==> src/rtl/hash32.sv <==
// Single 32-bit hash bucket that folds a new slice in by rotate and XOR
`timescale 1ns/100ps

module hash32
(
    input  logic        clk,
    input  logic        reset,

    // Fold new_data into the bucket in this cycle
    input  logic        en,
    input  logic [31:0] new_data,

    // Current bucket contents
    output logic [31:0] value
);

    // The rotate spreads each input bit over all bucket positions as lines
    // accumulate, so that two equal slices in a row do not cancel out
    always_ff @(posedge clk)
    begin
        if (reset)
        begin
            // Every run starts from an empty bucket
            value <= '0;
        end
        else if (en)
        begin
            // Rotate left by one bit, then mix in the slice
            value <= {value[30:0], value[31]} ^ new_data;
        end
    end

endmodule

==> config.mk <==
export PLATFORM = sky130hd
export DESIGN_NAME = hash32
export DESIGN_NICKNAME = d
export VERILOG_FILES = /design/src/rtl/hash32.sv
export SDC_FILE = /design/constraint.sdc
export NUM_CORES = 1
export LEC_CHECK = 0
export ABC_AREA = 1
export BUFFER_PORTS_ARGS = -buffer_cell sky130_fd_sc_hd__buf_2
export CAP_MARGIN = 20
export CORE_ASPECT_RATIO = 0.7
export CORE_MARGIN = 5
export CORE_UTILIZATION = 35
export DETAILED_ROUTE_END_ITERATION = 10
export PLACE_DENSITY = 0.67
export SLEW_MARGIN = 15
export SYNTH_ARGS = -nofsm -noshare
export SYNTH_HDL_FRONTEND = slang
export SYNTH_SLANG_ARGS = --single-unit
==> constraint.sdc <==
create_clock -name clk -period 0.9 [get_ports clk]
set_input_delay 0.09 -clock clk [delete_from_list [all_inputs] [get_ports clk]]
set_output_delay 0.09 -clock clk [all_outputs]
set_load 0.01 [all_outputs]
* Yosys cells after proc, flatten, opt, wreduce, memory -nomap -nowiden
Index checks and enable logic that the tools add are counted.
** Storage, ports and cells
- Bits in registers :: 32
- Input port bits :: 35
- Output and inout port bits :: 32
- Word-level logic and storage cells :: 2
** Cells by class
- Bitwise logic cells :: 1
** Operators by type and width (number)
- XOR 32 bit :: 1

* Longest topological paths before layout
Gate-level depths: netlist (run 1).
- Depth in word-level cells :: 1
- Gate-level depth with buffers :: 6
- Mapped depth without buffers :: 5

* Worst setup path before layout (run 1)
No wires, ideal clock.
- Kind :: register -> register
- Start point :: register value[9]
- End point :: register value[10]
- Data arrival time :: 0.642 ns
- Data required time :: 0.791 ns
- Path slack :: 0.149 ns
- Stages on the path, launching flop included :: 6
- Buffers on the path :: 0
- Cells stage by stage :: dfxtp_1 > inv_1 > nand2_1 > nand3_1 > nand2_1 > inv_1
** Between the ends
- Longest elaborated chain between the ends :: 1
** RTL lines
- start: declaration :: line 14 : output logic [31:0] value
- start signal: assignment :: line 29 : value <= {value[30:0], value[31]} ^ new_data;
- XOR 32 bit :: line 29
Every way passes these cells.
A chain may end at the register's enable or synchronous reset.

* Final worst setup path (run 1)
- Start point :: register value[30]
- End point :: output value[30]
No word-level cell between the ends.

==> results of run 1 <==
## worst reg2reg max path: stages, from the launching register on
cell and delay (ns):
dfxtp_1 0.35, inv_1 0.07, nand2_1 0.06, nand3_1 0.07
nand2_1 0.06, inv_1 0.03
## cell usage in the layout (no fill, tap or decap)
master,count
clkbuf_8,6
a21oi_1,2
buf_2,66
inv_4,1
clkbuf_1,2
dfxtp_2,21
nand3_1,32
inv_1,96
buf_4,3
nand2_1,96
buf_12,4
a21oi_2,30
dfxtp_1,11
## power breakdown
group	internal (mW)	switching, mW	leakage [nW]
registers	1.54	0.0803	0.272
clock network	0.624	0.501	0.0455
logic	0.353	0.461	1.18
total	2.52	1.04	1.49
## final timing paths
check | start | to | slack (ns) | cells past startpoint
setup / recovery | value[30] | value[30] | 0.04 | 1
hold / removal | new_data[12] | value[12] | 0.13 | 5
setup reg to reg | value[1] | value[2] | 0.16 | 5
hold reg to reg | value[2] | value[3] | 0.54 | 4
## area by class of cell
| cell class | instances | area, µm² | area share (%) |
|---|---|---|---|
| Sequential cell | 32 | 667 | 27.3 |
| Multi-Input combinational cell | 160 | 793 | 32.5 |
| Tap cell | 72 | 90.1 | 3.69 |
| Timing Repair Buffer | 73 | 433 | 17.7 |
| Clock buffer | 8 | 90.1 | 3.69 |
| Inverter | 97 | 367 | 15.0 |
## metal layers
layer	vias up	share of wire, %	track usage, %
li1	997	-	-
met1	793	50	16.3
met2	45	44	20.2
met3	0	5.9	4.18
met4	0	0	2.76
met5	-	0	0
## logic make-up (layout without fill, tap and decap cells)
family                 Yosys count  count (layout)  share of synthesized area (%)
AND/OR/NAND/NOR                128             128                           27.6
buffers and inverters          107             178                           23.9
AO/OA/AOI/OAI                   32              32                           14.5
flip-flops                      32              32                           34.0
## through the flow
stage                     hold slack, ns  total power [mW]
after global placement             0.404              2.45
after global routing               0.128              3.81
after floorplan                    0.235              2.16
after CTS                          0.115              3.61
after detailed placement           0.409              2.46
final                              0.125              3.56
## repair_timing
item / in CTS / in global routing
endpoints found under the setup margin: 0 / 21
endpoints found under the hold margin: 0 / 0
gates resized for setup: 0 / 21
==> impl_metrics.env, run 1 <==
export IMPL_rsz0062_at_grt="false"
export IMPL_setup_viol=0
export IMPL_synth_top_cell_area_share_pct=34.0
export IMPL_dp_slack_ns=0.103
export IMPL_critical_path_class="reg2out"
export IMPL_wl_per_cell_um=9.66
export IMPL_max_stage_delay_ns=0.35
export IMPL_fmaxAchievable_ghz=1.17
export IMPL_placed_cell_area_um2=2320
export IMPL_insertedDiodeCount=0
export IMPL_core_area_um2=5230
export IMPL_syn_to_final_growth_pct=29.6
export IMPL_cp_data_required_time_ns=0.81
export IMPL_insertion_delay_ns=0.27
export IMPL_cts_tree="yes"
export IMPL_grtUsageTotal_pct=12.5
export IMPL_synth_largest_area_cell="dfxtp_1"
export IMPL_regMostFlops="value"
export IMPL_syn_nets=334
export IMPL_nNetsFinal=404
export IMPL_dpl_hpwl_um=3360
export IMPL_slew_violations=0
export IMPL_synth_cells=299
export IMPL_cp_top_family="flip-flops"
export IMPL_final_cells=442
export IMPL_hold_buffers=0
export IMPL_route_detailed_drc=0
export IMPL_start_util_pct=36.0
export IMPL_drt_pass1_iter_count=6
export IMPL_syn_area_um2=1880
export IMPL_crit_slowest_cell="dfxtp_1"
export IMPL_syn_area_per_cell_um2=6.30
export IMPL_antenna_found_initial=0
export IMPL_ys_ff_latch=32
export IMPL_leakagePower_nw=1.49
export IMPL_die_w_um=97.7
export IMPL_cts_buffers=5
export IMPL_num_vias=1835
export IMPL_ir_worst_vdd_v=0.000870
export IMPL_root_buffer="clkbuf_8"
export IMPL_cp_max_fo=3
export IMPL_min_period_ns=0.855
export IMPL_postCtsSetupRepairBufs=0
export IMPL_routed_wl_um=4270
export IMPL_h_tree_depth=2
export IMPL_ys_flop_type="dfxtp_1"
export IMPL_post_route_util_pct=46.7
export IMPL_grt_overflow_total=0
export IMPL_cts_sinks=32
export IMPL_status="complete, no violations"
export IMPL_maxCapViolCount=0
export IMPL_fp_dieArea_um2=6970
export IMPL_synth_edf_count=0
export IMPL_clk_path_buf_depth=2
export IMPL_fill_cells=562
export IMPL_path_clk_slew_ns=0.07
export IMPL_synth_commonest_cells="96 x inv_1, 96 x nand2_1, 32 x dfxtp_1, 32 x nand3_1, 30 x a21oi_2"
export IMPL_worst_setup_path_start_kind="flop"
export IMPL_rows=22
export IMPL_grt_pass1_wl_um=7220
export IMPL_tightest_slew_ns=0.176
export IMPL_numPortBuffers=66
export IMPL_gp_congestion=0.741
export IMPL_fin_tns_setup_ns=0
export IMPL_design_area_um2=2440
export IMPL_critPathBufInv=1
export IMPL_grt_pass1_vias=1663
export IMPL_yosysSeqAreaShare_pct=34.0
export IMPL_skew_ns=0.00550
export IMPL_hp_class="in2reg"
export IMPL_placed_cells=434
export IMPL_ys_warn_count=0
export IMPL_finalCritPeriodShare_pct=95.0
export IMPL_hold_violations=0
export IMPL_synth_area_top_cells="dfxtp_1 34%, inv_1 19%, nand2_1 19%, a21oi_2 14%, nand3_1 8.5%"
export IMPL_via_per_inst=4.15
export IMPL_drive_above_1_share_pct=35.4
export IMPL_largest_reg_flops=32
export IMPL_slew_headroom_pct=88.3
export IMPL_ys_async_sr_fraction_pct=0
export IMPL_setup_ws_ns=0.0450
export IMPL_first_iter_violations=62
export IMPL_ios=67
export IMPL_grt_max_degree=21
export IMPL_antenna_left=0
export IMPL_synth_cell_types=10
export IMPL_cp_end_kind="primary output"
export IMPL_reg_top3="value x32"
export IMPL_crit_chain="buf_2"
export IMPL_crit_arrival_ns=0.77
export IMPL_powerDensity_nw_per_um2=1460
export IMPL_die_h_um=71.4
(Power assumes the default switching activity.)
==> run 2: changes to the inputs <==
- PLACE_DENSITY: 0.67 -> 0.69
==> run 2 against run 1 <==
  * Clock skew is 0.0011 ns higher
  * Sequential share of layout area increased by 0.19 points
  * Design area rose by 0.41%
  * Non-clock buffer count fell by 2
  * Global-route usage up 1.0 points
  * Highest routed layer is now met4
  * Hold slack got worse by 0.018 ns
  * Die area did not move
  * Sequential power hardly changed
  * Via count increased by 0.38%
  * Clock-buffer cell count shrank 2
  * Register-to-register slack hardly changed
  * Maximum frequency is 1.6% lower
==> impl_metrics.env, run 2 (same netlist as run 1, synthesis figures left out) <==
export IMPL_status="complete, no violations"
export IMPL_power_frac_seq_pct=44.8
export IMPL_cp_end_kind="primary output"
export IMPL_rr_worst_depth=5
export IMPL_h_tree_depth=2
export IMPL_fin_tns_setup_ns=0
export IMPL_cts_tree="yes"
export IMPL_worst_setup_path_start_kind="flop"
export IMPL_first_iter_violations=50
export IMPL_ios=67
export IMPL_slew_headroom_pct=89.7
export IMPL_skew_ns=0.00662
export IMPL_die_h_um=71.4
export IMPL_fmaxAchievable_ghz=1.15
export IMPL_ir_worst_vdd_v=0.000762
export IMPL_routed_wl_um=4480
export IMPL_cts_buffers=5
export IMPL_cp_data_required_time_ns=0.81
export IMPL_critical_path_class="reg2out"
export IMPL_rrSetupSlack_ns=0.15
export IMPL_drt_pass1_iter_count=4
export IMPL_insertion_delay_ns=0.29
export IMPL_intPower_mw=2.51
export IMPL_fp_dieArea_um2=6970
export IMPL_design_area_um2=2450
export IMPL_finalCritPeriodShare_pct=96.6
export IMPL_syn_to_final_growth_pct=30.1
export IMPL_path_clk_slew_ns=0.07
export IMPL_postCtsSetupRepairBufs=0
export IMPL_maxCapViolCount=0
export IMPL_critPathBufInv=1
export IMPL_gp_congestion=0.748
export IMPL_crit_slowest_cell="dfxtp_1"
export IMPL_numPortBuffers=66
export IMPL_leakagePower_nw=1.50
export IMPL_insertedDiodeCount=0
export IMPL_antenna_found_initial=0
export IMPL_pwr_share_comb_pct=22.8
export IMPL_crit_arrival_ns=0.78
export IMPL_via_per_inst=4.19
export IMPL_hold_path_depth=5
export IMPL_whs_ns=0.107
export IMPL_tightest_slew_ns=0.154
export IMPL_slew_violations=0
export IMPL_wl_per_cell_um=10.2
export IMPL_max_stage_delay_ns=0.35
export IMPL_antenna_left=0
export IMPL_rsz0062_at_grt="false"
export IMPL_grt_max_degree=33
export IMPL_nNetsFinal=402
export IMPL_route_detailed_drc=0
export IMPL_reg_top3="value x32"
export IMPL_final_cell_mix="96 x inv_1, 96 x nand2_1, 65 x buf_2, 32 x nand3_1, 30 x a21oi_2"
export IMPL_cp_top_family="flip-flops"
export IMPL_drive_above_1_share_pct=37.2
export IMPL_min_period_ns=0.869
export IMPL_core_area_um2=5230
export IMPL_fill_cells=570
export IMPL_die_w_um=97.7
export IMPL_grtUsageTotal_pct=13.5
export IMPL_timing_rr_end="value[23]"
export IMPL_clkPwrFrac_pct=32.4
export IMPL_rows=22
export IMPL_setup_viol=0
export IMPL_placed_cell_area_um2=2320
export IMPL_cts_sinks=32
export IMPL_regMostFlops="value"
export IMPL_root_buffer="clkbuf_8"
export IMPL_hp_class="in2reg"
export IMPL_total_power_mw=3.63
export IMPL_r2r_start="value[22]"
export IMPL_power_switching_mw=1.11
export IMPL_hold_violations=0
export IMPL_powerDensity_nw_per_um2=1480
export IMPL_grt_pass1_vias=1850
export IMPL_grt_pass1_wl_um=7780
export IMPL_dpl_hpwl_um=3380
export IMPL_largest_reg_flops=32
export IMPL_grt_overflow_total=0
export IMPL_min_to="value[25]"
export IMPL_hp_start="new_data[25]"
export IMPL_start_util_pct=36.0
export IMPL_num_vias=1842
export IMPL_netSwitchingFraction_pct=30.7
export IMPL_cp_max_fo=3
export IMPL_clk_path_buf_depth=2
export IMPL_crit_chain="buf_2"
==> run 2: final cells by class <==
class | instances | area, µm² | area share, %
Tap cell | 72 | 90.1 | 3.68
Clock buffer | 6 | 82.6 | 3.37
Timing Repair Buffer | 71 | 433 | 17.7
Inverter | 97 | 367 | 15.0
Clock inverter | 2 | 10.0 | 0.409
Multi-Input combinational cell | 160 | 793 | 32.4
Sequential cell | 32 | 674 | 27.5
==> run 2: power by group through the flow <==
| stage | clock [mW] | sequential, mW | combinational, mW |
|---|---|---|---|
| 2_1_floorplan | 0 | 1.68 | 0.471 |
| 3_3_place_gp | 0 | 1.63 | 0.809 |
| 3_5_place_dp | 0 | 1.64 | 0.831 |
| 4_1_cts | 1.22 | 1.61 | 0.835 |
| 5_1_grt | 1.28 | 1.64 | 0.946 |
| 6_report | 1.18 | 1.63 | 0.827 |
==> run 2: worst max-delay path by stage <==
stage	endpoint	startpoint	cells after the start	slack (ns)
after floorplan	value[10]	value[9]	5	0.15
after global placement	value[31]	en	6	0.15
after detailed placement	value[23]	value[22]	5	0.13
after CTS	value[30]	value[30]	1	0.001
after global routing	value[25]	value[25]	1	0.005
final	value[13]	value[13]	1	0.03
==> run 2: what timing repair did <==
action | CTS | global route
setup endpoints to repair | 3 | 24
resized for setup | 3 | 25
hold buffers | 0 | 0
==> run 2: stage by stage <==
step	cells	utilization, %	setup WS (ns)
floorplan	299	-	0.149
global placement	432	44.4	0.149
detailed placement	432	44.4	0.126
CTS	440	46.2	0.00133
global route	440	46.8	0.00493
finish	440	46.8	0.0310
==> run 2: per-layer routing <==
layer	share of wire, %	track usage, %	vias to the layer above
li1	-	-	990
met4	0.98	4.45	0
met1	45	15.2	801
met5	0	0	-
met3	6.9	5.06	7
met2	47	23.8	44
==> run 3: changes to the inputs <==
- BUFFER_PORTS_ARGS: -buffer_cell sky130_fd_sc_hd__buf_2 -> -buffer_cell sky130_fd_sc_hd__buf_4
- CELL_PAD_IN_SITES_DETAIL_PLACEMENT: unset -> 0
- CELL_PAD_IN_SITES_GLOBAL_PLACEMENT: unset -> 2
- CORE_UTILIZATION: 35 -> 25
- PLACE_DENSITY: 0.69 -> 0.88
==> run 3 against run 2 <==
  * Non-clock buffer count stayed put
  * First-iteration DRC count is 18% higher
  * Register-to-register slack got worse by 0.02 ns
  * Die area is 35% higher
  * Routed wire length grew 5.2%
  * Clock-buffer cell count up 1
  * Clock skew down 0.0015 ns
  * Global-route usage shrank 3.2 points
  * Final cell count rose by 5.7%
  * Critical path type unchanged
==> impl_metrics.env, run 3 (same netlist as run 1, synthesis figures left out) <==
export IMPL_hp_class="in2reg"
export IMPL_crit_arrival_ns=0.77
export IMPL_fp_dieArea_um2=9400
export IMPL_insertedDiodeCount=0
export IMPL_cts_buffers=5
export IMPL_cp_end_kind="primary output"
export IMPL_syn_to_final_growth_pct=38.6
export IMPL_reg_top3="value x32"
export IMPL_gp_congestion=0.706
export IMPL_first_iter_violations=59
export IMPL_ios=67
export IMPL_max_stage_delay_ns=0.35
export IMPL_min_period_ns=0.856
export IMPL_die_h_um=82.6
export IMPL_largest_reg_flops=32
export IMPL_insertion_delay_ns=0.28
export IMPL_grtUsageTotal_pct=10.3
export IMPL_drive_above_1_share_pct=36.8
export IMPL_root_buffer="clkbuf_8"
export IMPL_num_vias=1796
export IMPL_die_w_um=114
export IMPL_hold_violations=0
export IMPL_grt_pass1_wl_um=7590
export IMPL_via_per_inst=3.86
export IMPL_dpl_hpwl_um=3560
export IMPL_final_cell_mix="96 x inv_1, 96 x nand2_1, 69 x buf_4, 32 x nand3_1, 30 x a21oi_2"
export IMPL_regMostFlops="value"
export IMPL_cp_max_fo=3
export IMPL_tightest_slew_ns=0.524
export IMPL_rows=26
export IMPL_cts_resized=1
export IMPL_critPathBufInv=1
export IMPL_wl_per_cell_um=10.1
export IMPL_crit_chain="buf_4"
export IMPL_h_tree_depth=2
export IMPL_antenna_left=0
export IMPL_skew_ns=0.00509
export IMPL_critical_path_class="reg2out"
export IMPL_cp_top_family="flip-flops"
export IMPL_status="complete, no violations"
export IMPL_crit_slowest_cell="dfxtp_1"
export IMPL_core_area_um2=7320
export IMPL_fin_tns_setup_ns=0
export IMPL_start_util_pct=25.7
export IMPL_antenna_found_initial=0
export IMPL_grt_pass1_vias=1642
export IMPL_route_detailed_drc=0
export IMPL_slew_headroom_pct=65.0
export IMPL_leakagePower_nw=1.52
export IMPL_worst_setup_path_start_kind="flop"
export IMPL_cts_sinks=32
export IMPL_hold_buffers=0
export IMPL_powerDensity_nw_per_um2=1430
export IMPL_ir_worst_vdd_v=0.000584
export IMPL_setup_viol=0
export IMPL_finalCritPeriodShare_pct=95.1
export IMPL_total_power_mw=3.72
export IMPL_grt_overflow_total=0
export IMPL_rsz0062_at_grt="false"
export IMPL_nNetsFinal=402
export IMPL_fmaxAchievable_ghz=1.17
export IMPL_routed_wl_um=4710
export IMPL_clk_path_buf_depth=2
export IMPL_cp_data_required_time_ns=0.81
export IMPL_path_clk_slew_ns=0.07
export IMPL_maxCapViolCount=0
export IMPL_grt_max_degree=33
export IMPL_cts_tree="yes"
export IMPL_numPortBuffers=66
export IMPL_postCtsSetupRepairBufs=0
export IMPL_slew_violations=0
export IMPL_drt_pass1_iter_count=5
[run 3: changes by cell type in the layout (fill, tap and decap cells not counted), sizes merged]
cell / change
clkinv: -2
clkbuf: +1
[run 3: final timing paths]
path,to,slack (ns),startpoint,depth (start not counted)
max reg2reg,value[13],0.13,value[12],5
min,value[27],0.11,new_data[27],5
max,value[29],0.04,value[29],1
min reg2reg,value[1],0.55,value[0],4
[run 3: area by class of cell]
type                            instances  area, µm²
Sequential cell                        32        673
Timing Repair Buffer                   71        558
Tap cell                               98        123
Clock buffer                            7       96.3
Fill cell                             805       4710
Inverter                               97        367
Multi-Input combinational cell        160        793
[run 3: per-stage QoR]
stage / area (µm²) / worst slack (ns) / std cells / utilization [%] / hold slack (ns)
3_5_place_dp: 2480 / 0.0324 / 458 / 33.9 / 0.402
4_1_cts: 2580 / 0.00129 / 465 / 35.2 / 0.103
5_1_grt: 2610 / 0.000448 / 465 / 35.7 / 0.120
6_report: 2610 / 0.0437 / 465 / 35.7 / 0.114
3_3_place_gp: 2480 / 0.0482 / 458 / 33.9 / 0.400
2_1_floorplan: 1880 / 0.149 / 299 / - / 0.235
[run 3: routing by layer]
layer	global-route usage [%]	vias up	part of all wire, %	wire, µm
met2	15.5	44	41	1920
met1	13.3	755	50	2370
met3	4.22	5	7.9	372
met5	0	-	0	0
li1	-	992	-	-
met4	3.60	0	1.0	47
[run 3: power breakdown]
group | switching (mW) | internal [mW] | total (mW) | leakage (nW)
clock | 0.504 | 0.681 | 1.18 | 0.0503
sequential | 0.0891 | 1.55 | 1.64 | 0.274
combinational | 0.465 | 0.433 | 0.897 | 1.20
